## src/common/tetris_pkg.sv

```systemverilog
`default_nettype none

package tetris_pkg;

	localparam int FIELD_COLS = 24;
	localparam int FIELD_ROWS = 24;
	localparam int CELL_PX = 20;
	localparam int LINE_PX = 640;
	localparam int STRIPE_LO = 480;
	localparam int STRIPE_HI = 500;
	localparam int SPAWN_X = 280;
	localparam int NUM_SHAPES = 15;

	typedef logic [$clog2(NUM_SHAPES)-1:0] shape_t;

	// wide enough for any reference point plus offsets
	typedef logic signed [6:0] col_t;
	typedef logic signed [6:0] row_t;
	typedef logic signed [2:0] ofs_t;

	typedef logic [18:0] pixel_addr_t;
	typedef logic [9:0] coord_t;

	// cell offsets from the reference cell, cell 0 always at the reference
	localparam ofs_t SHAPE_DX [16][4] = '{
		'{0, 1, 0, 1},   // square
		'{0, 1, 2, 3},   // long bar, flat
		'{0, 0, 0, 0},   // long bar, upright
		'{0, -1, 0, 1},  // t, point up
		'{0, 0, 1, 0},
		'{0, 1, 2, 1},
		'{0, -1, 0, 0},
		'{0, 0, 0, 1},   // l family
		'{0, 1, 2, 0},
		'{0, 1, 1, 1},
		'{0, -2, -1, 0},
		'{0, 0, 1, 1},   // s pair
		'{0, 1, -1, 0},
		'{0, -1, 0, -1}, // z pair
		'{0, 1, 1, 2},
		'{0, 1, 0, 1}    // code 15 never used
	};

	localparam ofs_t SHAPE_DY [16][4] = '{
		'{0, 0, 1, 1},
		'{0, 0, 0, 0},
		'{0, 1, 2, 3},
		'{0, 1, 1, 1},
		'{0, 1, 1, 2},
		'{0, 0, 0, 1},
		'{0, 1, 1, 2},
		'{0, 1, 2, 2},
		'{0, 0, 0, 1},
		'{0, 0, 1, 2},
		'{0, 1, 1, 1},
		'{0, 1, 1, 2},
		'{0, 0, 1, 1},
		'{0, 1, 1, 2},
		'{0, 0, 1, 1},
		'{0, 0, 1, 1}
	};

	// spawn order
	localparam shape_t NEXT_SHAPE [16] = '{
		1, 2, 3, 4, 5, 6, 7, 8, 9, 10, 11, 12, 13, 14, 0, 0
	};

	// rotation steps within each family
	localparam shape_t ROT_SHAPE [16] = '{
		0, 2, 1, 4, 5, 6, 3, 8, 9, 10, 7, 12, 11, 14, 13, 0
	};

endpackage

`default_nettype wire

```

## src/hdl/pixel_select.sv

```systemverilog
`default_nettype none

module pixel_select import tetris_pkg::*; #(
	parameter int CELL_PX = tetris_pkg::CELL_PX,
	parameter int LINE_PX = tetris_pkg::LINE_PX,
	parameter int STRIPE_LO = tetris_pkg::STRIPE_LO,
	parameter int STRIPE_HI = tetris_pkg::STRIPE_HI,
	parameter int FIELD_COLS = tetris_pkg::FIELD_COLS,
	parameter int FIELD_ROWS = tetris_pkg::FIELD_ROWS
) (
	input logic ADDR,
	input logic rst_n,
	input pixel_addr_t pixel_addr,
	input logic [FIELD_COLS*FIELD_ROWS-1:0] occupied,
	input col_t cell_col [4],
	input row_t cell_row [4],
	output logic sel
);

	localparam int OW = $clog2(FIELD_COLS * FIELD_ROWS);

	logic on_board;
	logic on_piece;
	logic on_stripe;

	always_comb begin
		int x;
		int y;
		int pc;
		int pr;
		x = int'(pixel_addr % LINE_PX);
		y = int'(pixel_addr / LINE_PX);
		pc = x / CELL_PX;
		pr = y / CELL_PX;
		on_board = 1'b0;
		if (pc < FIELD_COLS && pr < FIELD_ROWS)
			on_board = occupied[OW'(pr * FIELD_COLS + pc)];
		on_piece = 1'b0;
		for (int i = 0; i < 4; i++)
			if (int'(cell_col[i]) == pc && int'(cell_row[i]) == pr)
				on_piece = 1'b1;
		on_stripe = (x > STRIPE_LO) && (x < STRIPE_HI);  // divider
	end

	always_ff @(posedge ADDR) begin
		if (!rst_n)
			sel <= 1'b0;
		else
			sel <= on_board || on_piece || on_stripe;
	end

endmodule

`default_nettype wire

```

## config.mk

```make
export PLATFORM = sky130hd
export DESIGN_NAME = pixel_select
export DESIGN_NICKNAME = d
export VERILOG_FILES = /design/src/common/tetris_pkg.sv /design/src/hdl/pixel_select.sv
export SDC_FILE = /design/constraint.sdc
export NUM_CORES = 1
export LEC_CHECK = 0
export ABC_CLOCK_PERIOD_IN_PS = 7800
export BUFFER_PORTS_ARGS = -buffer_cell sky130_fd_sc_hd__buf_2
export CAP_MARGIN = 20
export CORE_AREA = 2 2 251 253
export DETAILED_ROUTE_END_ITERATION = 8
export DIE_AREA = 0 0 253 255
export PLACE_DENSITY = 0.39
export SLEW_MARGIN = 20
export SYNTH_ARGS = -nofsm -noshare
export SYNTH_HDL_FRONTEND = slang
export SYNTH_SLANG_ARGS = --single-unit
```

## constraint.sdc

```tcl
create_clock -name ADDR -period 7.8 [get_ports ADDR]
set_input_delay 0 -clock ADDR [delete_from_list [all_inputs] [get_ports ADDR]]
set_output_delay 0 -clock ADDR [all_outputs]
set_load 0.02 [all_outputs]
```

==> impl_metrics.json, run 1 <==
{
  "port_buffers": 653,
  "hold_ws_ns": 0.540,
  "critPathMaxStageDelay_ns": 0.57,
  "dr.pass1.iters": 5,
  "cts-hold-fix-buffers": 0,
  "routed_wl_um": 77200,
  "rows": 92,
  "worstPathRequired_ns": 7.67,
  "hp-class": "flip-flop to primary output",
  "critPathLaunchType": "primary input",
  "final_common_cell": "buf_2",
  "layout-drive-gt1-share_pct": 46.6,
  "fin_util_pct": 25.8,
  "yosys.area.top_type": "nand3_1",
  "synth_top_area_share_pct": 19.2,
  "grt_pass1_vias": 15100,
  "yosys_warnings": 0,
  "ios": 654,
  "initial_utilization_pct": 14.6,
  "dp.cells": 3023,
  "drc": 0,
  "post_drt_via_cell_ratio": 5.03,
  "final.setup.tns_ns": 0,
  "ys_seq_elements": 1,
  "p_leak_nw": 7.27,
  "netlist_area_mm2": 0.00906,
  "finalCritPeriodShare_pct": 97.9,
  "max_freq_mhz": 131,
  "biggestRegsByFlops": "sel (1)",
  "die_area_mm2": 0.0645,
  "slew_headroom_pct": 58.1,
  "synth-edff-count": 0,
  "antenna_found_initial": 25,
  "syn_to_final_growth_pct": 76.7,
  "cp_max_fo": 11,
  "peakVddDrop_mv": 0.311,
  "status": "complete, no violations",
  "layout.cells.non_filler": 3110,
  "largest_register_ffs": 1,
  "fin_nets": 2971,
  "largest_register": "sel",
  "placed_cell_area_mm2": 0.0142,
  "seq_area_frac_synth_pct": 0.221,
  "die_y_um": 255,
  "synth-main-ff-cell": "dfxtp_1",
  "crit_path_frequent_cell": "buf_4",
  "netlist_instances": 1553,
  "grt.total_usage_pct": 20.9,
  "gp_congestion": 0.911,
  "wl_per_cell_um": 24.8,
  "vias": 15700,
  "core-area_mm2": 0.0622,
  "grt_pass1_wl_um": 101000,
  "crit_type": "primary input to flip-flop",
  "finalCriticalPeriod_ns": 7.63,
  "design_area_mm2": 0.0160,
  "overflow": 0,
  "syn_area_per_cell_um2": 5.83,
  "ant_nets": 0,
  "maxCapViolations": 0,
  "drt_iter0_markers": 1453,
  "power.density_mw_per_mm2": 625,
  "clk_pin_slew_ns": 0.01,
  "setup_viol": 0,
  "worst_path_max_delay_cell": "or4_4",
  "worst_pin_slew_ns": 0.624,
  "synthArstFlopShare_pct": 0,
  "hpwl_um": 61500,
  "final_cell_mix": "buf_2, nand3_1, nand2_1",
  "synth.distinct_cells": 97,
  "yosys-top-cells-area": "nand3_1, nand2_1, a31oi_1",
  "pre_cts_slack_ns": -0.410,
  "die_w_um": 253,
  "arrival_ns": 7.50,
  "slew_violations": 0,
  "hold_viol_final": 0,
  "worstSetupEndpointType": "flip-flop",
  "p_total_mw": 10.0,
  "grt_start_max_net_pins": 61,
  "fill_cells": 7106,
  "fin_ws_ns": 0.166
}
==> cell usage after synthesis, types with 7 or more instances <==
| master | instances |
|---|---|
| clkbuf_1 | 62 |
| xor2_1 | 22 |
| nor3_1 | 18 |
| a31oi_1 | 63 |
| mux2_2 | 18 |
| a311oi_1 | 8 |
| inv_1 | 48 |
| a21oi_1 | 43 |
| nor4_1 | 19 |
| o22ai_1 | 8 |
| buf_2 | 57 |
| nor2_1 | 49 |
| a21o_1 | 7 |
| o211ai_1 | 48 |
| o41ai_1 | 7 |
| o21ai_0 | 35 |
| a211oi_1 | 7 |
| nand2_1 | 287 |
| nand3_1 | 347 |
| a32oi_1 | 11 |
| and2_1 | 8 |
| nand4_1 | 34 |
| nand2b_1 | 9 |
| and3_1 | 32 |
| nor2b_1 | 8 |
| buf_1 | 26 |
| ha_1 | 18 |
| xnor2_1 | 44 |
| a41oi_1 | 34 |
| mux2i_1 | 31 |
==> repair_timing <==
item,CTS,global route
pin swaps,11,63
gates resized for setup,36,154
gates cloned,1,13
setup buffers,9,51
endpoints found under the setup margin,1,1
==> metal layers <==
| metal | vias to the layer above | share of wire [%] | GRT usage (%) |
|---|---|---|---|
| li1 | 7330 | - | - |
| met1 | 7511 | 44 | 27.8 |
| met2 | 704 | 47 | 36.3 |
| met3 | 97 | 5.9 | 2.25 |
| met4 | 10 | 2.6 | 4.56 |
| met5 | - | 0.076 | 0 |
==> worst max-delay path, delay by kind of cell <==
family / cells / cell delay (ns)
AND/OR/NAND/NOR: 9 / 2.51
AO/OA/AOI/OAI: 15 / 3.59
adder cells (fa/ha/maj): 1 / 0.40
buffers and inverters: 6 / 0.98
==> cells by family (layout without fill, tap and decap cells) <==
| family | after synthesis | after routing | share of synthesized area [%] |
|---|---|---|---|
| fa+ha+maj | 23 | 23 | 3.27 |
| compound gates | 358 | 359 | 29.1 |
| mux | 52 | 52 | 6.41 |
| buf+inv | 208 | 946 | 9.90 |
| simple gates | 844 | 845 | 44.6 |
| xor+xnor | 66 | 66 | 6.38 |
| other cells | 1 | 19 | 0.0414 |
| flops | 1 | 1 | 0.221 |
==> report_power, final <==
group          internal, mW  switching, mW
clock           0.000000259              0
sequential          0.00662        0.00104
combinational          4.07           5.93
total                  4.08           5.93
==> layout make-up <==
class | count | area, um^2 | share of cell area, %
Tap cell | 799 | 1000 | 6.24
Inverter | 54 | 241 | 1.51
Timing Repair inverter | 3 | 33.8 | 0.211
Antenna cell | 15 | 37.5 | 0.234
Sequential cell | 1 | 20.0 | 0.125
Timing Repair Buffer | 889 | 5660 | 35.4
Multi-Input combinational cell | 1349 | 9010 | 56.3
==> worst paths after layout <==
path / from / endpoint / slack, ns / cells past startpoint
min: sel / sel / 0.54 / 1
max: pixel_addr[15] / sel / 0.17 / 31
(Power assumes the default switching activity.)
==> run 2, diff against run 1 <==
--- a/config.mk
+++ b/config.mk
@@ -5,7 +5,7 @@
 export SDC_FILE = /design/constraint.sdc
 export NUM_CORES = 1
 export LEC_CHECK = 0
-export ABC_CLOCK_PERIOD_IN_PS = 7800
+export ABC_CLOCK_PERIOD_IN_PS = 7000
 export BUFFER_PORTS_ARGS = -buffer_cell sky130_fd_sc_hd__buf_2
 export CAP_MARGIN = 20
 export CORE_AREA = 2 2 251 253
==> constraint.sdc (replaced) <==
create_clock -name ADDR -period 7 [get_ports ADDR]
set_input_delay 0 -clock ADDR [delete_from_list [all_inputs] [get_ports ADDR]]
set_output_delay 0 -clock ADDR [all_outputs]
set_load 0.02 [all_outputs]
==> impl_metrics.json, run 2 (synthesized netlist as in run 1, its figures left out) <==
{
  "die_area_mm2": 0.0645,
  "p_leak_nw": 7.65,
  "finalCritPeriodShare_pct": 108,
  "fin_nets": 3041,
  "antenna_found_initial": 23,
  "cp-startpoint": "pixel_addr[16]",
  "wl_per_cell_um": 23.7,
  "worstSetupEndpointType": "flip-flop",
  "ant_nets": 0,
  "dp.cells": 3122,
  "rsz0062_at_grt": "true",
  "dr.pass1.iters": 5,
  "biggestRegsByFlops": "sel (1)",
  "hpwl_um": 62800,
  "status": "complete, but fails checks",
  "drt_iter0_markers": 1497,
  "power.density_mw_per_mm2": 665,
  "hp-class": "primary input to flip-flop",
  "ios": 654,
  "rows": 92,
  "die_w_um": 253,
  "maxCapViolations": 0,
  "post_drt_via_cell_ratio": 4.98,
  "fin_ws_ns": -0.548,
  "layout-drive-gt1-share_pct": 48.3,
  "grt_start_max_net_pins": 48,
  "drc": 0,
  "peakVddDrop_mv": 0.384,
  "cp_max_fo": 12,
  "core-area_mm2": 0.0622,
  "slew_headroom_pct": 55.2,
  "die_y_um": 255,
  "grt_pass1_vias": 15000,
  "initial_utilization_pct": 14.6,
  "p_total_mw": 11.0,
  "grt_pass1_wl_um": 101000,
  "gp_congestion": 0.905,
  "worst_pin_slew_ns": 0.664,
  "max_freq_mhz": 132,
  "hold_ws_ns": 0.520,
  "critPathMaxStageDelay_ns": 0.59,
  "grt.total_usage_pct": 21.0,
  "critPathLaunchType": "primary input",
  "largest_register": "sel",
  "final_common_cell": "buf_2",
  "routed_wl_um": 75100,
  "setup_viol": 1,
  "final_cell_mix": "buf_2, nand3_1, nand2_1",
  "finalCriticalPeriod_ns": 7.55,
  "worstPathRequired_ns": 6.86,
  "overflow": 0,
  "arrival_ns": 7.41,
  "syn_to_final_growth_pct": 83.1,
  "crit_path_frequent_cell": "buf_6",
  "worst_path_max_delay_cell": "or4b_4",
  "violations": "negative setup slack",
  "vias": 15800,
  "crit_type": "primary input to flip-flop",
  "clk_pin_slew_ns": 0,
  "port_buffers": 653,
  "hp-start": "rst_n",
  "slew_violations": 0,
  "layout.cells.non_filler": 3173,
  "largest_register_ffs": 1,
  "hold_viol_final": 0
}
run 2: routing by layer:
metal | up-vias | share of wire [%] | track usage [%]
li1 | 7478 | - | -
met1 | 7563 | 43 | 27.9
met2 | 678 | 48 | 36.7
met3 | 70 | 7.1 | 3.25
met4 | 10 | 1.4 | 2.38
met5 | - | 0.088 | 0
run 2: critical path, delay by kind of cell:
family,cells,cell delay (ns)
AOI/OAI and AO/OA,13,3.16
and+or+nand+nor,8,2.18
buffers and inverters,8,1.12
muxes,1,0.50
adders and majority gates,1,0.32
xor gates and xnor gates,1,0.14
run 2: cell type report:
cell class	instances	area (um^2)
inverter	54	218
tap	799	1000
multi-input combinational	1347	9040
sequential	1	20.0
fill	7134	45600
timing repair buffer	964	6290
antenna	8	20.0
run 2: final timing paths:
kind                   to  slack (ns)  depth (start not counted)
worst max-delay path  sel       -0.55                         32
worst min-delay path  sel        0.52                          4
run 2: where the power goes:
| group | internal [mW] | leakage, nW | switching [mW] | total (mW) |
|---|---|---|---|---|
| registers | 0.00739 | 0.00814 | 0.00140 | 0.00879 |
| logic | 4.53 | 7.64 | 6.48 | 11.0 |
| clock network | 0.000000485 | 0.0000480 | 0 | 0.000000485 |
run 2: repair_timing:
item	4_1_cts	5_1_grt
cloned	2	6
endpoints found under the hold margin	0	0
hold buffers	0	0
pin swaps	45	59
setup endpoints to repair	1	1
resized for setup	104	102
setup buffers	24	16
run 2: metrics by stage:
stage	cell area, um^2	util, %	worst slack [ns]	TNS [ns]
after floorplan	9160	-	0.00376	0
after global placement	15100	24.3	-1.37	-1.37
after detailed placement	15100	24.3	-1.45	-1.45
after CTS	15800	25.5	-0.586	-0.586
after global routing	16600	26.7	-0.767	-0.767
final	16600	26.7	-0.548	-0.548
==> run 3, diff against run 2 <==
--- a/config.mk
+++ b/config.mk
@@ -6,12 +6,12 @@
 export NUM_CORES = 1
 export LEC_CHECK = 0
 export ABC_CLOCK_PERIOD_IN_PS = 7000
-export BUFFER_PORTS_ARGS = -buffer_cell sky130_fd_sc_hd__buf_2
 export CAP_MARGIN = 20
 export CORE_AREA = 2 2 251 253
 export DETAILED_ROUTE_END_ITERATION = 8
 export DIE_AREA = 0 0 253 255
-export PLACE_DENSITY = 0.39
+export DONT_BUFFER_PORTS = 1
+export PLACE_DENSITY = 0.3
 export SLEW_MARGIN = 20
 export SYNTH_ARGS = -nofsm -noshare
 export SYNTH_HDL_FRONTEND = slang
==> constraint.sdc (replaced) <==
create_clock -name ADDR -period 7 [get_ports ADDR]
set_input_delay 0 -clock ADDR [delete_from_list [all_inputs] [get_ports ADDR]]
set_output_delay 0 -clock ADDR [all_outputs]
set_load 0.1 [all_outputs]
==> impl_metrics.json, run 3 (synthesized netlist as in run 1, its figures left out) <==
{
  "status": "complete, but fails checks",
  "violations": "negative setup slack",
  "p_total_mw": 11.3,
  "grt_pass1_vias": 12800,
  "critPathMaxStageDelay_ns": 0.57,
  "wl_per_cell_um": 26.8,
  "clk_pin_slew_ns": 0.01,
  "power.density_mw_per_mm2": 865,
  "critPathLaunchType": "primary input",
  "crit_buf_inv": 2,
  "layout.cells.non_filler": 2543,
  "gp_congestion": 0.850,
  "vias": 13400,
  "layout-drive-gt1-share_pct": 27.1,
  "ant_nets": 0,
  "largest_register": "sel",
  "fin_util_pct": 21.1,
  "post_drt_via_cell_ratio": 5.28,
  "hold_viol_final": 0,
  "grt.total_usage_pct": 19.2,
  "finalCritPeriodShare_pct": 104,
  "core-area_mm2": 0.0622,
  "largest_register_ffs": 1,
  "antenna_found_initial": 16,
  "dr.pass1.iters": 5,
  "placed_cell_area_mm2": 0.0122,
  "crit_type": "primary input to flip-flop",
  "fill_cells": 7098,
  "drt_iter0_markers": 1404,
  "fin_ws_ns": -0.271,
  "worstSetupEndpointType": "flip-flop",
  "final_common_cell": "nand3_1",
  "final_cell_mix": "nand3_1, buf_4, nand2_1",
  "hold_ws_ns": 0.467,
  "rsz0062_at_grt": "true",
  "final.setup.tns_ns": -0.271,
  "die_y_um": 255,
  "drc": 0,
  "slew_headroom_pct": 51.2,
  "hpwl_um": 57700,
  "design_area_mm2": 0.0131,
  "peakVddDrop_mv": 0.275,
  "maxCapViolations": 0,
  "setup_viol": 1,
  "die_area_mm2": 0.0645,
  "routed_wl_um": 68100,
  "cp_max_fo": 25,
  "initial_utilization_pct": 14.6,
  "pre_cts_slack_ns": -0.947,
  "syn_to_final_growth_pct": 44.8,
  "cts-hold-fix-buffers": 0,
  "dp.cells": 2507,
  "rows": 92,
  "worstPathRequired_ns": 6.86,
  "worst_path_max_delay_cell": "or4b_4",
  "fin_nets": 2410,
  "slew_violations": 0,
  "hp-class": "primary input to flip-flop",
  "finalCriticalPeriod_ns": 7.27,
  "ios": 654,
  "biggestRegsByFlops": "sel (1)",
  "p_leak_nw": 5.08,
  "overflow": 0,
  "crit_family": "compound AO/OA/AOI/OAI gates",
  "port_buffers": 0,
  "worst_pin_slew_ns": 0.724,
  "grt_pass1_wl_um": 90700,
  "arrival_ns": 7.13,
  "die_w_um": 253,
  "grt_start_max_net_pins": 42,
  "max_freq_mhz": 138
}
==> run 3: cell count changes in the layout (fill, tap and decap cells not counted), sizes merged <==
cell	before	now
diode	8	9
bufbuf	0	3
clkbuf	6	2
buf	958	328
==> run 3: where the power goes <==
group / switching [mW] / internal [mW]
clock network: 0 / 0.000000176
registers: 0.00718 / 0.00753
logic: 6.43 / 4.90
==> run 3: cell type report <==
cell class	instances	area [um^2]	share of cell area, %
Multi-Input combinational cell	1347	8800	67.1
Timing Repair Buffer	333	3050	23.3
Tap cell	799	1000	7.62
Inverter	54	225	1.72
Antenna cell	9	22.5	0.172
Sequential cell	1	21.3	0.162
==> run 3: path summary, 6_finish.rpt <==
| path | depth (start not counted) | slack, ns | startpoint | end |
|---|---|---|---|---|
| worst max-delay path | 27 | -0.27 | pixel_addr[15] | sel |
| worst min-delay path | 3 | 0.47 | rst_n | sel |
==> run 3: per-layer routing <==
metal	share of wire, %	GRT usage, %	wire, um
met5	0.034	0	23
met4	1.5	3.92	1020
met3	5.9	2.57	4000
met2	49	33.6	33500
met1	43	25.1	29600
==> run 3: repair_timing <==
action	in CTS	in global routing
resized for setup	80	32
endpoints found under the setup margin	1	1
pin swaps	32	23
gates cloned	3	2
setup buffers	16	8
