<file path="config.mk">
export PLATFORM = sky130hd
export DESIGN_NAME = shape_sequencer
export DESIGN_NICKNAME = d
export VERILOG_FILES = /design/src/common/tetris_pkg.sv /design/src/hdl/shape_sequencer.sv
export SDC_FILE = /design/constraint.sdc
export NUM_CORES = 1
export LEC_CHECK = 0
export BUFFER_PORTS_ARGS = -buffer_cell sky130_fd_sc_hd__buf_2
export CORE_AREA = 10 10 47 49
export CTS_BUF_LIST = sky130_fd_sc_hd__clkbuf_16
export DETAILED_ROUTE_END_ITERATION = 8
export DIE_AREA = 0 0 57 59
export GPL_ROUTABILITY_DRIVEN = 0
export GPL_TIMING_DRIVEN = 0
export PLACE_DENSITY = 0.74
export SLEW_MARGIN = 40
export SYNTH_ARGS = -nofsm -noshare
export SYNTH_HDL_FRONTEND = slang
export SYNTH_SLANG_ARGS = --single-unit
</file>
<file path="constraint.sdc">
create_clock -name ADDR -period 2.08 [get_ports ADDR]
set_input_delay 0.416 -clock ADDR [delete_from_list [all_inputs] [get_ports ADDR]]
set_output_delay 0.416 -clock ADDR [all_outputs]
set_load 0.02 [all_outputs]
</file>
<file path="src/common/tetris_pkg.sv">
`default_nettype none

package tetris_pkg;

	localparam int FIELD_COLS = 24;
	localparam int FIELD_ROWS = 24;
	localparam int CELL_PX = 20;
	localparam int LINE_PX = 640;
	localparam int STRIPE_LO = 480;
	localparam int STRIPE_HI = 500;
	localparam int SPAWN_X = 280;
	localparam int NUM_SHAPES = 15;

	typedef logic [$clog2(NUM_SHAPES)-1:0] shape_t;

	// wide enough for any reference point plus offsets
	typedef logic signed [6:0] col_t;
	typedef logic signed [6:0] row_t;
	typedef logic signed [2:0] ofs_t;

	typedef logic [18:0] pixel_addr_t;
	typedef logic [9:0] coord_t;

	// cell offsets from the reference cell, cell 0 always at the reference
	localparam ofs_t SHAPE_DX [16][4] = '{
		'{0, 1, 0, 1},   // square
		'{0, 1, 2, 3},   // long bar, flat
		'{0, 0, 0, 0},   // long bar, upright
		'{0, -1, 0, 1},  // t, point up
		'{0, 0, 1, 0},
		'{0, 1, 2, 1},
		'{0, -1, 0, 0},
		'{0, 0, 0, 1},   // l family
		'{0, 1, 2, 0},
		'{0, 1, 1, 1},
		'{0, -2, -1, 0},
		'{0, 0, 1, 1},   // s pair
		'{0, 1, -1, 0},
		'{0, -1, 0, -1}, // z pair
		'{0, 1, 1, 2},
		'{0, 1, 0, 1}    // code 15 never used
	};

	localparam ofs_t SHAPE_DY [16][4] = '{
		'{0, 0, 1, 1},
		'{0, 0, 0, 0},
		'{0, 1, 2, 3},
		'{0, 1, 1, 1},
		'{0, 1, 1, 2},
		'{0, 0, 0, 1},
		'{0, 1, 1, 2},
		'{0, 1, 2, 2},
		'{0, 0, 0, 1},
		'{0, 0, 1, 2},
		'{0, 1, 1, 1},
		'{0, 1, 1, 2},
		'{0, 0, 1, 1},
		'{0, 1, 1, 2},
		'{0, 0, 1, 1},
		'{0, 0, 1, 1}
	};

	// spawn order
	localparam shape_t NEXT_SHAPE [16] = '{
		1, 2, 3, 4, 5, 6, 7, 8, 9, 10, 11, 12, 13, 14, 0, 0
	};

	// rotation steps within each family
	localparam shape_t ROT_SHAPE [16] = '{
		0, 2, 1, 4, 5, 6, 3, 8, 9, 10, 7, 12, 11, 14, 13, 0
	};

endpackage

`default_nettype wire

</file>
<file path="src/hdl/shape_sequencer.sv">
`default_nettype none

module shape_sequencer import tetris_pkg::*; #(
	parameter int SPAWN_X = tetris_pkg::SPAWN_X
) (
	input logic ADDR,
	input logic rst_n,
	input coord_t ref_x,
	input coord_t ref_y,
	input logic change_shape,
	output shape_t shape
);

	logic at_spawn;

	assign at_spawn = (int'(ref_x) == SPAWN_X) && (ref_y == '0);

	always_ff @(posedge ADDR) begin
		if (!rst_n)
			shape <= '0;
		else if (at_spawn)
			shape <= NEXT_SHAPE[shape];  // new piece
		else if (change_shape)
			shape <= ROT_SHAPE[shape];  // level, steps every cycle held
	end

endmodule

`default_nettype wire

</file>
==> flow_metrics.tcl, run 1 <==
set metrics [dict create \
    clk_pin_slew_worst_paths_ns 0.03 \
    hold_viol 0 \
    hold_depth 3 \
    arrival_ns 2.04 \
    setup.worst_path.start "shape[0]" \
    hpwlAfterDp_um 1310 \
    fill_cells 124 \
    rr_worst_depth 6 \
    synthTopCellsByArea "dfxtp_1 14%, ha_1 13%, a21oi_1 4.5%, nor4_2 4.5%, a2111oi_0 3.1%" \
    skew_ns 0.00449 \
    ys_async_sr_fraction 0 \
    reg_top3 "shape x4" \
    finish.instance_area_sq_um 796 \
    final_layout_size_suffix_gt1_frac 0.443 \
    whs_ns 0.454 \
    cts_buffer_depth 2 \
    clock_sinks 4 \
    clock_latency_ns 0.22 \
    synth_area_per_cell_sq_um 8.24 \
    n_antenna_cell 0 \
    dr_total_vias 645 \
    cts_hold_buf 0 \
    first_pass_iters 4 \
    layout.nets 128 \
    grt_pass1_vias 688 \
    drt_iter0_markers 6 \
    netlist_area_sq_um 561 \
    drtAntennaViolNets 0 \
    grt.overflow.total 0 \
    placed_cell_area_sq_um 711 \
    synthDistinctLibCells 42 \
    io_buffers 26 \
    grt_max_degree 14 \
    cts_buffers 3 \
    finalSetupViolations 0 \
    tightest_slew_ns 0.467 \
    wl_met1_um 683 \
    core.rowCount 14 \
    slew_violations 0 \
    ys_seq_area_frac 0.143 \
    routed.top_layer "met4" \
    wl_met2_um 880 \
    rsz0062_at_grt "false" \
    critPathMaxFanout 7 \
    grt_use_total 0.0975 \
    cts_tree "built" \
    wirelength_um 1650 \
    die_y_um 59 \
    worstSetupStartpointType "register" \
    cts_root_buf "clkbuf_16" \
    yosysTopAreaCell "dfxtp_1" \
    critPathRequiredTime_ns 2.21 \
    start_util 0.400 \
    status "finished clean" \
    r2r_slack_ns 0.17 \
    yosysWarningCount 0 \
    wl_met3_um 74 \
    netlist_instances 68 \
    period_minus_slack_ns 1.91 \
    timing.rr.end "shape[1]" \
    synth.ff_latch_count 4 \
    hp-start "rst_n" \
    setup_slack_ns 0.170 \
    fin_util 0.568 \
    vias_per_cell 5.71 \
    path_class "register to register" \
    max_freq_ghz 0.523 \
    wire_per_inst_um 14.6 \
    regArea_sq_um 85.1 \
    area_growth_pct 42.0 \
    cts_max_level 1 \
    synth_nets 97 \
    p_leak_nw 0.335 \
    regMostFlops "shape" \
    io_pins 27 \
    irDropWorstVdd_uv 885 \
    min_path_type "input pin to register" \
    yosysMostFrequentCell "ha_1" \
    post-cts-setup-buffer-count 0 \
    die_area_sq_mm 0.00336 \
    place_ws_ns 0.00665 \
    worstSetupEndpointType "register" \
    max-slew-margin-rel 0.681 \
    fp.dieW_um 57 \
    synthTopCellsByCount "6 x ha_1, 5 x a21oi_1, 4 x dfxtp_1, 4 x inv_1, 4 x nor2_1" \
    synth_ff_type "dfxtp_1" \
    synth_top_cell_area_share 0.143 \
    grt_antenna_before_repair 0 \
    cap_violations 0 \
    synth-edff-count 0 \
    coreArea_sq_mm 0.00140 \
    r2r_start "shape[0]" \
    drc_errors 0 \
    whs_endpoint "shape[0]" \
    grt_pass1_wl_um 2840 \
    multi_input_area_sq_um 439 \
    fin_crit_sh 0.918 \
    setup_tns_ns 0 \
    power_density_mw_per_mm2 555 \
    largest_register_ffs 4 \
]
cell families after synthesis:
family                     synth area share
adders and majority gates             0.154
DFF                                   0.143
and+or+nand+nor                       0.317
AOI/OAI and AO/OA                     0.286
buffers and inverters                0.0826
muxes                                0.0179
layout by cell type, fill, tap and decap left out, types with 2 or more instances in the layout:
cell type / n
buf_2: 27
inv_1: 4
nor2_1: 4
dfxtp_1: 2
a2111oi_0: 2
nor4_1: 2
clkbuf_16: 3
a21oi_1: 5
o21ai_0: 3
nor4_2: 2
nand2_1: 3
ha_1: 6
metal layers:
metal	global-route usage	vias up
li1	-	320
met4	0.0168	0
met3	0.0300	2
met5	0	-
met1	0.0957	306
met2	0.195	17
power breakdown:
part	internal [W]	total [W]	switching [W]	leakage, nW
registers	0.0000789	0.0000838	0.00000488	0.0336
clock network	0.000246	0.000300	0.0000539	0.0370
logic	0.0000311	0.0000584	0.0000273	0.264
worst max-delay path: stages, from the launching register on:
cell      delay [ns]
dfxtp_2         0.39
inv_1           0.12
ha_1            0.36
inv_2           0.05
maj3_2          0.30
a311o_1         0.36
a211oi_2        0.23
how the worst max path moves through the flow:
| stage | cells past startpoint | slack, ns | end |
|---|---|---|---|
| 3_5_place_dp | 6 | 0.007 | shape[1] |
| 3_3_place_gp | 6 | 0.01 | shape[1] |
| 6_report | 6 | 0.17 | shape[1] |
| 4_1_cts | 6 | 0.07 | shape[1] |
| 2_1_floorplan | 6 | 0.06 | shape[1] |
| 5_1_grt | 6 | 0.05 | shape[1] |
stage by stage:
stage                     total power [W]  cells
after global placement           0.000140    110
after global routing             0.000457    113
after detailed placement         0.000142    110
final                            0.000442    113
after floorplan                  0.000112     68
after CTS                        0.000445    113
layout make-up:
| type | count | area share |
|---|---|---|
| Buffer | 4 | 0.0346 |
| Multi-Input combinational cell | 55 | 0.552 |
| Sequential cell | 4 | 0.107 |
| Clock buffer | 3 | 0.0943 |
| Tap cell | 16 | 0.0252 |
| Timing Repair Buffer | 26 | 0.164 |
| Inverter | 5 | 0.0236 |
timing repair:
action,in CTS,in global routing
cloned,0,0
gates resized for setup,2,2
hold endpoints to repair,0,0
setup endpoints to repair,1,1
No activity file was read; power rests on OpenSTA's default activity.
==> run 2: changes to the inputs <==
--- a/config.mk
+++ b/config.mk
@@ -13,6 +13,7 @@
 export GPL_ROUTABILITY_DRIVEN = 0
 export GPL_TIMING_DRIVEN = 0
 export PLACE_DENSITY = 0.74
+export RECOVER_POWER = 25
 export SLEW_MARGIN = 40
 export SYNTH_ARGS = -nofsm -noshare
 export SYNTH_HDL_FRONTEND = slang
==> run 2 against run 1 <==
  * Sequential power hardly changed
  * Clock-buffer cell count stayed put
  * Critical path type unchanged
  * Clock power hardly changed
  * Global-route usage stayed put
  * Critical path depth stayed put
  * Wire length is 0.24% higher
  * Worst hold slack better by 0.00082 ns
  * First-iteration DRC count stayed put
  * Die area stayed put
  * Register-to-register slack hardly changed
  * Non-clock buffer count stayed put
  * Flip-flop and latch count stayed put
==> flow_metrics.tcl, run 2 (synthesized netlist as in run 1, its figures left out) <==
set metrics [dict create \
    grt_max_degree 14 \
    max_freq_ghz 0.523 \
    die_y_um 59 \
    reg_top3 "shape x4" \
    r2r_start "shape[0]" \
    max_stage_delay_ns 0.39 \
    path_class "register to register" \
    p_leak_nw 0.326 \
    place_ws_ns 0.00665 \
    cts_buffers 3 \
    first_pass_iters 4 \
    wire_per_inst_um 14.6 \
    power_density_mw_per_mm2 556 \
    seqPwrFrac 0.190 \
    path_buf_inv 2 \
    dr_total_vias 645 \
    largest_register_ffs 4 \
    path_delay_family "adder cells" \
    vias_per_cell 5.71 \
    hold_viol 0 \
    tightest_slew_ns 0.467 \
    fin_crit_sh 0.919 \
    worstSetupEndpointType "register" \
    setup.worst_path.start "shape[0]" \
    layout_commonest_cell "buf_2" \
    hpwlAfterDp_um 1310 \
    cts_hold_buf 0 \
    io_pins 27 \
    cpMaxStageDelayCell "dfxtp_2" \
    die_area_sq_mm 0.00336 \
    drc_errors 0 \
    skew_ns 0.00396 \
    cts_root_buf "clkbuf_16" \
    start_util 0.400 \
    critPathRequiredTime_ns 2.21 \
    setup_slack_ns 0.168 \
    endpoint "shape[1]" \
    max-slew-margin-rel 0.681 \
    clock_sinks 4 \
    fill_cells 126 \
    rsz0062_at_grt "false" \
    p_sw_w 0.0000853 \
    cts_tree "built" \
    layout.nets 128 \
    grt_antenna_before_repair 0 \
    timing.rr.end "shape[1]" \
    min_path_type "input pin to register" \
    wirelength_um 1650 \
    arrival_ns 2.04 \
    placed_cell_area_sq_um 711 \
    sw_frac_of_total 0.194 \
    grt_pass1_vias 688 \
    cts_max_level 1 \
    grt.overflow.total 0 \
    pwr-share-comb 0.132 \
    grt_pass1_wl_um 2840 \
    p_int_w 0.000355 \
    core.rowCount 14 \
    fin_util 0.566 \
    coreArea_sq_mm 0.00140 \
    drt_iter0_markers 6 \
    power.total_w 0.000441 \
    slew_violations 0 \
    cts_buffer_depth 2 \
    post-cts-setup-buffer-count 0 \
    n_antenna_cell 0 \
    grt_use_total 0.0975 \
    area_growth_pct 41.5 \
    final_layout_size_suffix_gt1_frac 0.423 \
    status "finished clean" \
    power_frac_clock 0.678 \
    irDropWorstVdd_uv 881 \
    worstSetupStartpointType "register" \
    critPathMaxFanout 7 \
    finish.instance_area_sq_um 793 \
    clk_pin_slew_worst_paths_ns 0.03 \
    drtAntennaViolNets 0 \
    fp.dieW_um 57 \
    period_minus_slack_ns 1.91 \
    io_buffers 26 \
    rr_worst_depth 6 \
    clock_latency_ns 0.22 \
    r2r_slack_ns 0.17 \
    cap_violations 0 \
    setup_tns_ns 0 \
    crit_path_cell_trace "inv_1 > ha_1 > inv_2 > maj3_2 > a311o_1 > a211oi_2" \
    final_cell_mix "25 x buf_2, 6 x ha_1, 5 x a21oi_1" \
    crit_cells 6 \
    regMostFlops "shape" \
    finalSetupViolations 0 \
]
run 2: cell types whose count changed in the layout (fill, tap and decap cells not counted):
| cell | before | now |
|---|---|---|
| buf_2 | 27 | 25 |
| clkbuf_1 | 1 | 3 |
run 2: power groups by stage:
stage / clock network, W / registers [W] / logic, W
after floorplan: 0 / 0.0000862 / 0.0000260
after global placement: 0 / 0.0000849 / 0.0000549
after detailed placement: 0 / 0.0000851 / 0.0000571
final: 0.000299 / 0.0000838 / 0.0000582
after global routing: 0.000307 / 0.0000845 / 0.0000652
after CTS: 0.000303 / 0.0000845 / 0.0000578
run 2: routing by layer:
metal,wire length [um],GRT usage,vias to the layer above,share of wire
li1,-,-,320,-
met1,688,0.0957,306,0.42
met2,879,0.195,17,0.53
met3,74,0.0300,2,0.045
met4,12,0.0168,0,0.0073
met5,0,0,-,0
run 2: worst register-to-register path: cells and delay by family, from the launching register on:
kind | cells | cell delay [ns]
AO/OA/AOI/OAI | 2 | 0.59
flip-flops | 1 | 0.39
adder cells (fa/ha/maj) | 2 | 0.66
buffers and inverters | 2 | 0.17
run 2: worst min-delay path by stage:
stage               cells after the start  start       end  slack, ns
finish                                  3  rst_n  shape[0]       0.45
CTS                                     3  rst_n  shape[0]       0.45
floorplan                               2  rst_n  shape[0]       0.54
global placement                        3  rst_n  shape[0]       0.67
global route                            2  rst_n  shape[3]       0.48
detailed placement                      3  rst_n  shape[0]       0.68
run 2: stage by stage:
step           hold slack (ns)  std cells
6_report                 0.455        113
5_1_grt                  0.476        113
4_1_cts                  0.455        113
3_5_place_dp             0.682        110
3_3_place_gp             0.672        110
2_1_floorplan            0.539         68
run 2: timing repair:
action                     4_1_cts  5_1_grt
hold endpoints to repair         0        0
setup endpoints to repair        1        1
gates resized for setup          2        2
gates cloned                     0        0
run 2: area by class of cell:
type                            count  area (sq um)  share of cell area
Multi-Input combinational cell     55           439               0.554
Timing Repair Buffer               26           128               0.161
Sequential cell                     4          85.1               0.107
Clock buffer                        3          75.1              0.0946
Buffer                              4          27.5              0.0347
Tap cell                           16          20.0              0.0252
Inverter                            5          18.8              0.0237
==> run 3: changes to the inputs <==
--- a/config.mk
+++ b/config.mk
@@ -5,14 +5,15 @@
 export SDC_FILE = /design/constraint.sdc
 export NUM_CORES = 1
 export LEC_CHECK = 0
+export ABC_AREA = 1
 export BUFFER_PORTS_ARGS = -buffer_cell sky130_fd_sc_hd__buf_2
-export CORE_AREA = 10 10 47 49
+export CORE_MARGIN = 10
+export CORE_UTILIZATION = 46
 export CTS_BUF_LIST = sky130_fd_sc_hd__clkbuf_16
 export DETAILED_ROUTE_END_ITERATION = 8
-export DIE_AREA = 0 0 57 59
 export GPL_ROUTABILITY_DRIVEN = 0
 export GPL_TIMING_DRIVEN = 0
-export PLACE_DENSITY = 0.74
+export PLACE_DENSITY = 0.77
 export RECOVER_POWER = 25
 export SLEW_MARGIN = 40
 export SYNTH_ARGS = -nofsm -noshare
==> run 3 against run 2 <==
  * Setup slack gained 0.25 ns
  * Synthesized area grew 15%
  * Fmax increased by 15%
  * Via count is 17% higher
  * Worst hold slack better by 0.018 ns
  * Clock power barely moved
  * Sequential power shrank 7.8%
  * Critical endpoint unchanged
==> flow_metrics.tcl, run 3 <==
set metrics [dict create \
    synth_area_per_cell_sq_um 5.68 \
    multi_input_area_sq_um 454 \
    yosysMostFrequentCell "nand2_1" \
    max_freq_ghz 0.601 \
    dr_total_vias 754 \
    synthDistinctLibCells 22 \
    netlist_instances 113 \
    cts_hold_buf 0 \
    ys_seq_area_frac 0.125 \
    rsz0062_at_grt "false" \
    synth_top_cell_area_share 0.199 \
    netlist_area_sq_um 642 \
    hold_viol 0 \
    regArea_sq_um 80.1 \
    ys_async_sr_fraction 0 \
    clock_latency_ns 0.22 \
    cts_buffer_depth 2 \
    cts_max_level 1 \
    path_delay_family "flip-flops" \
    clk_pin_slew_worst_paths_ns 0.03 \
    hpwlAfterDp_um 1450 \
    reg_top3 "shape x4" \
    cts_buffers 3 \
    seqPwrFrac 0.184 \
    tightest_slew_ns 0.348 \
    sw_frac_of_total 0.173 \
    core.rowCount 13 \
    power_density_mw_per_mm2 485 \
    grt_antenna_before_repair 0 \
    drc_errors 0 \
    slew_violations 0 \
    max-slew-margin-rel 0.768 \
    n_antenna_cell 0 \
    power_frac_clock 0.711 \
    setup_tns_ns 0 \
    io_buffers 26 \
    synthTopCellsByArea "nand2_1 20%, dfxtp_1 12%, ha_1 12%, nor2_1 11%, inv_1 9.9%" \
    fin_crit_sh 0.800 \
    wire_per_inst_um 10.9 \
    vias_per_cell 4.80 \
    grt_max_degree 11 \
    drt_iter0_markers 13 \
    cpMaxStageDelayCell "dfxtp_1" \
    cts_tree "built" \
    worstSetupStartpointType "register" \
    die_area_sq_mm 0.00329 \
    final_cell_mix "34 x nand2_1, 25 x buf_2, 18 x nor2_1" \
    synth-edff-count 0 \
    regMostFlops "shape" \
    synthTopCellsByCount "34 x nand2_1, 18 x nor2_1, 17 x inv_1, 10 x nand3_1, 6 x ha_1" \
    path_class "register to register" \
    arrival_ns 1.82 \
    yosysWarningCount 0 \
    period_minus_slack_ns 1.66 \
    yosysTopAreaCell "nand2_1" \
    start_util 0.493 \
    grt_pass1_vias 708 \
    path_buf_inv 1 \
    post-cts-setup-buffer-count 0 \
    drtAntennaViolNets 0 \
    io_pins 27 \
    post_cts_resized 0 \
    min_path_type "input pin to register" \
    largest_register_ffs 4 \
    worstSetupEndpointType "register" \
    layout_commonest_cell "nand2_1" \
    max_stage_delay_ns 0.51 \
    cap_violations 0 \
    critPathMaxFanout 10 \
    grt.overflow.total 0 \
    die_y_um 57.4 \
    synth.ff_latch_count 4 \
    irDropWorstVdd_uv 200 \
    grt_pass1_wl_um 2880 \
    clock_sinks 4 \
    synth_nets 142 \
    layout.nets 173 \
    cpMostUsedCell "nand2_1" \
    p_leak_nw 0.468 \
    p_int_w 0.000347 \
    skew_ns 0.00183 \
    wirelength_um 1710 \
    grt_use_total 0.102 \
    fp.dieW_um 57.4 \
    synth_ff_type "dfxtp_1" \
    area_growth_pct 34.5 \
    final_layout_size_suffix_gt1_frac 0.303 \
    crit_path_cell_trace "inv_1 > ha_1 > nand2_1 > nand2_1 > nand2_1 > a21oi_1 > nand2_1 > nand2_1 > nor2_1 > nor2_1" \
    status "finished clean" \
    r2r_slack_ns 0.42 \
    finalSetupViolations 0 \
    critPathRequiredTime_ns 2.23 \
    fill_cells 133 \
    pwr-share-comb 0.105 \
    p_sw_w 0.0000724 \
    fin_util 0.663 \
    cts_root_buf "clkbuf_16" \
    first_pass_iters 4 \
    coreArea_sq_mm 0.00130 \
]
==> run 3: worst paths after layout <==
path / start / end / depth (start not counted)
max: shape[1] / shape[1] / 10
min: rst_n / shape[2] / 3
max reg2reg: shape[1] / shape[1] / 10
min reg2reg: shape[0] / shape[0] / 2
==> run 3: power by group through the flow <==
stage          Clock [W]  Sequential (W)  Combinational [W]
5_1_grt         0.000304       0.0000772          0.0000494
6_report        0.000298       0.0000773          0.0000439
3_3_place_gp           0       0.0000783          0.0000423
4_1_cts         0.000300       0.0000773          0.0000443
2_1_floorplan          0       0.0000783          0.0000205
3_5_place_dp           0       0.0000783          0.0000440
==> run 3: worst min-delay path, delay by kind of cell <==
family,cells,cell delay [ns]
buffers and inverters,2,0.15
and+or+nand+nor,1,0.09
==> run 3: cell type report <==
cell class,count,share of cell area
multi-input cells,86,0.526
well taps,15,0.0217
repair buffers,26,0.148
flip-flops and latches,4,0.0928
plain buffers,2,0.0145
inverters,21,0.110
clock buffers,3,0.0870
==> run 3: metal layers <==
metal	track usage	vias up	share of wire
li1	-	399	-
met1	0.109	329	0.43
met2	0.193	24	0.53
met3	0.0111	2	0.031
met4	0.0403	0	0.013
met5	0	-	0
==> run 3: kinds of logic after synthesis <==
kind of cell / Yosys count / share of synthesized area
buffers and inverters: 23 / 0.168
AND/OR/NAND/NOR: 72 / 0.519
adder cells (fa/ha/maj): 6 / 0.117
AO/OA/AOI/OAI: 8 / 0.0721
flip-flops: 4 / 0.125
==> run 3: stage by stage <==
step | cells | area [sq um] | hold slack [ns] | power (W) | worst slack, ns
final | 157 | 863 | 0.473 | 0.000419 | 0.417
after floorplan | 113 | 642 | 0.588 | 0.0000988 | 0.510
after global routing | 157 | 863 | 0.499 | 0.000431 | 0.272
after CTS | 157 | 866 | 0.475 | 0.000422 | 0.416
after global placement | 154 | 791 | 0.603 | 0.000121 | 0.477
after detailed placement | 154 | 791 | 0.626 | 0.000122 | 0.447
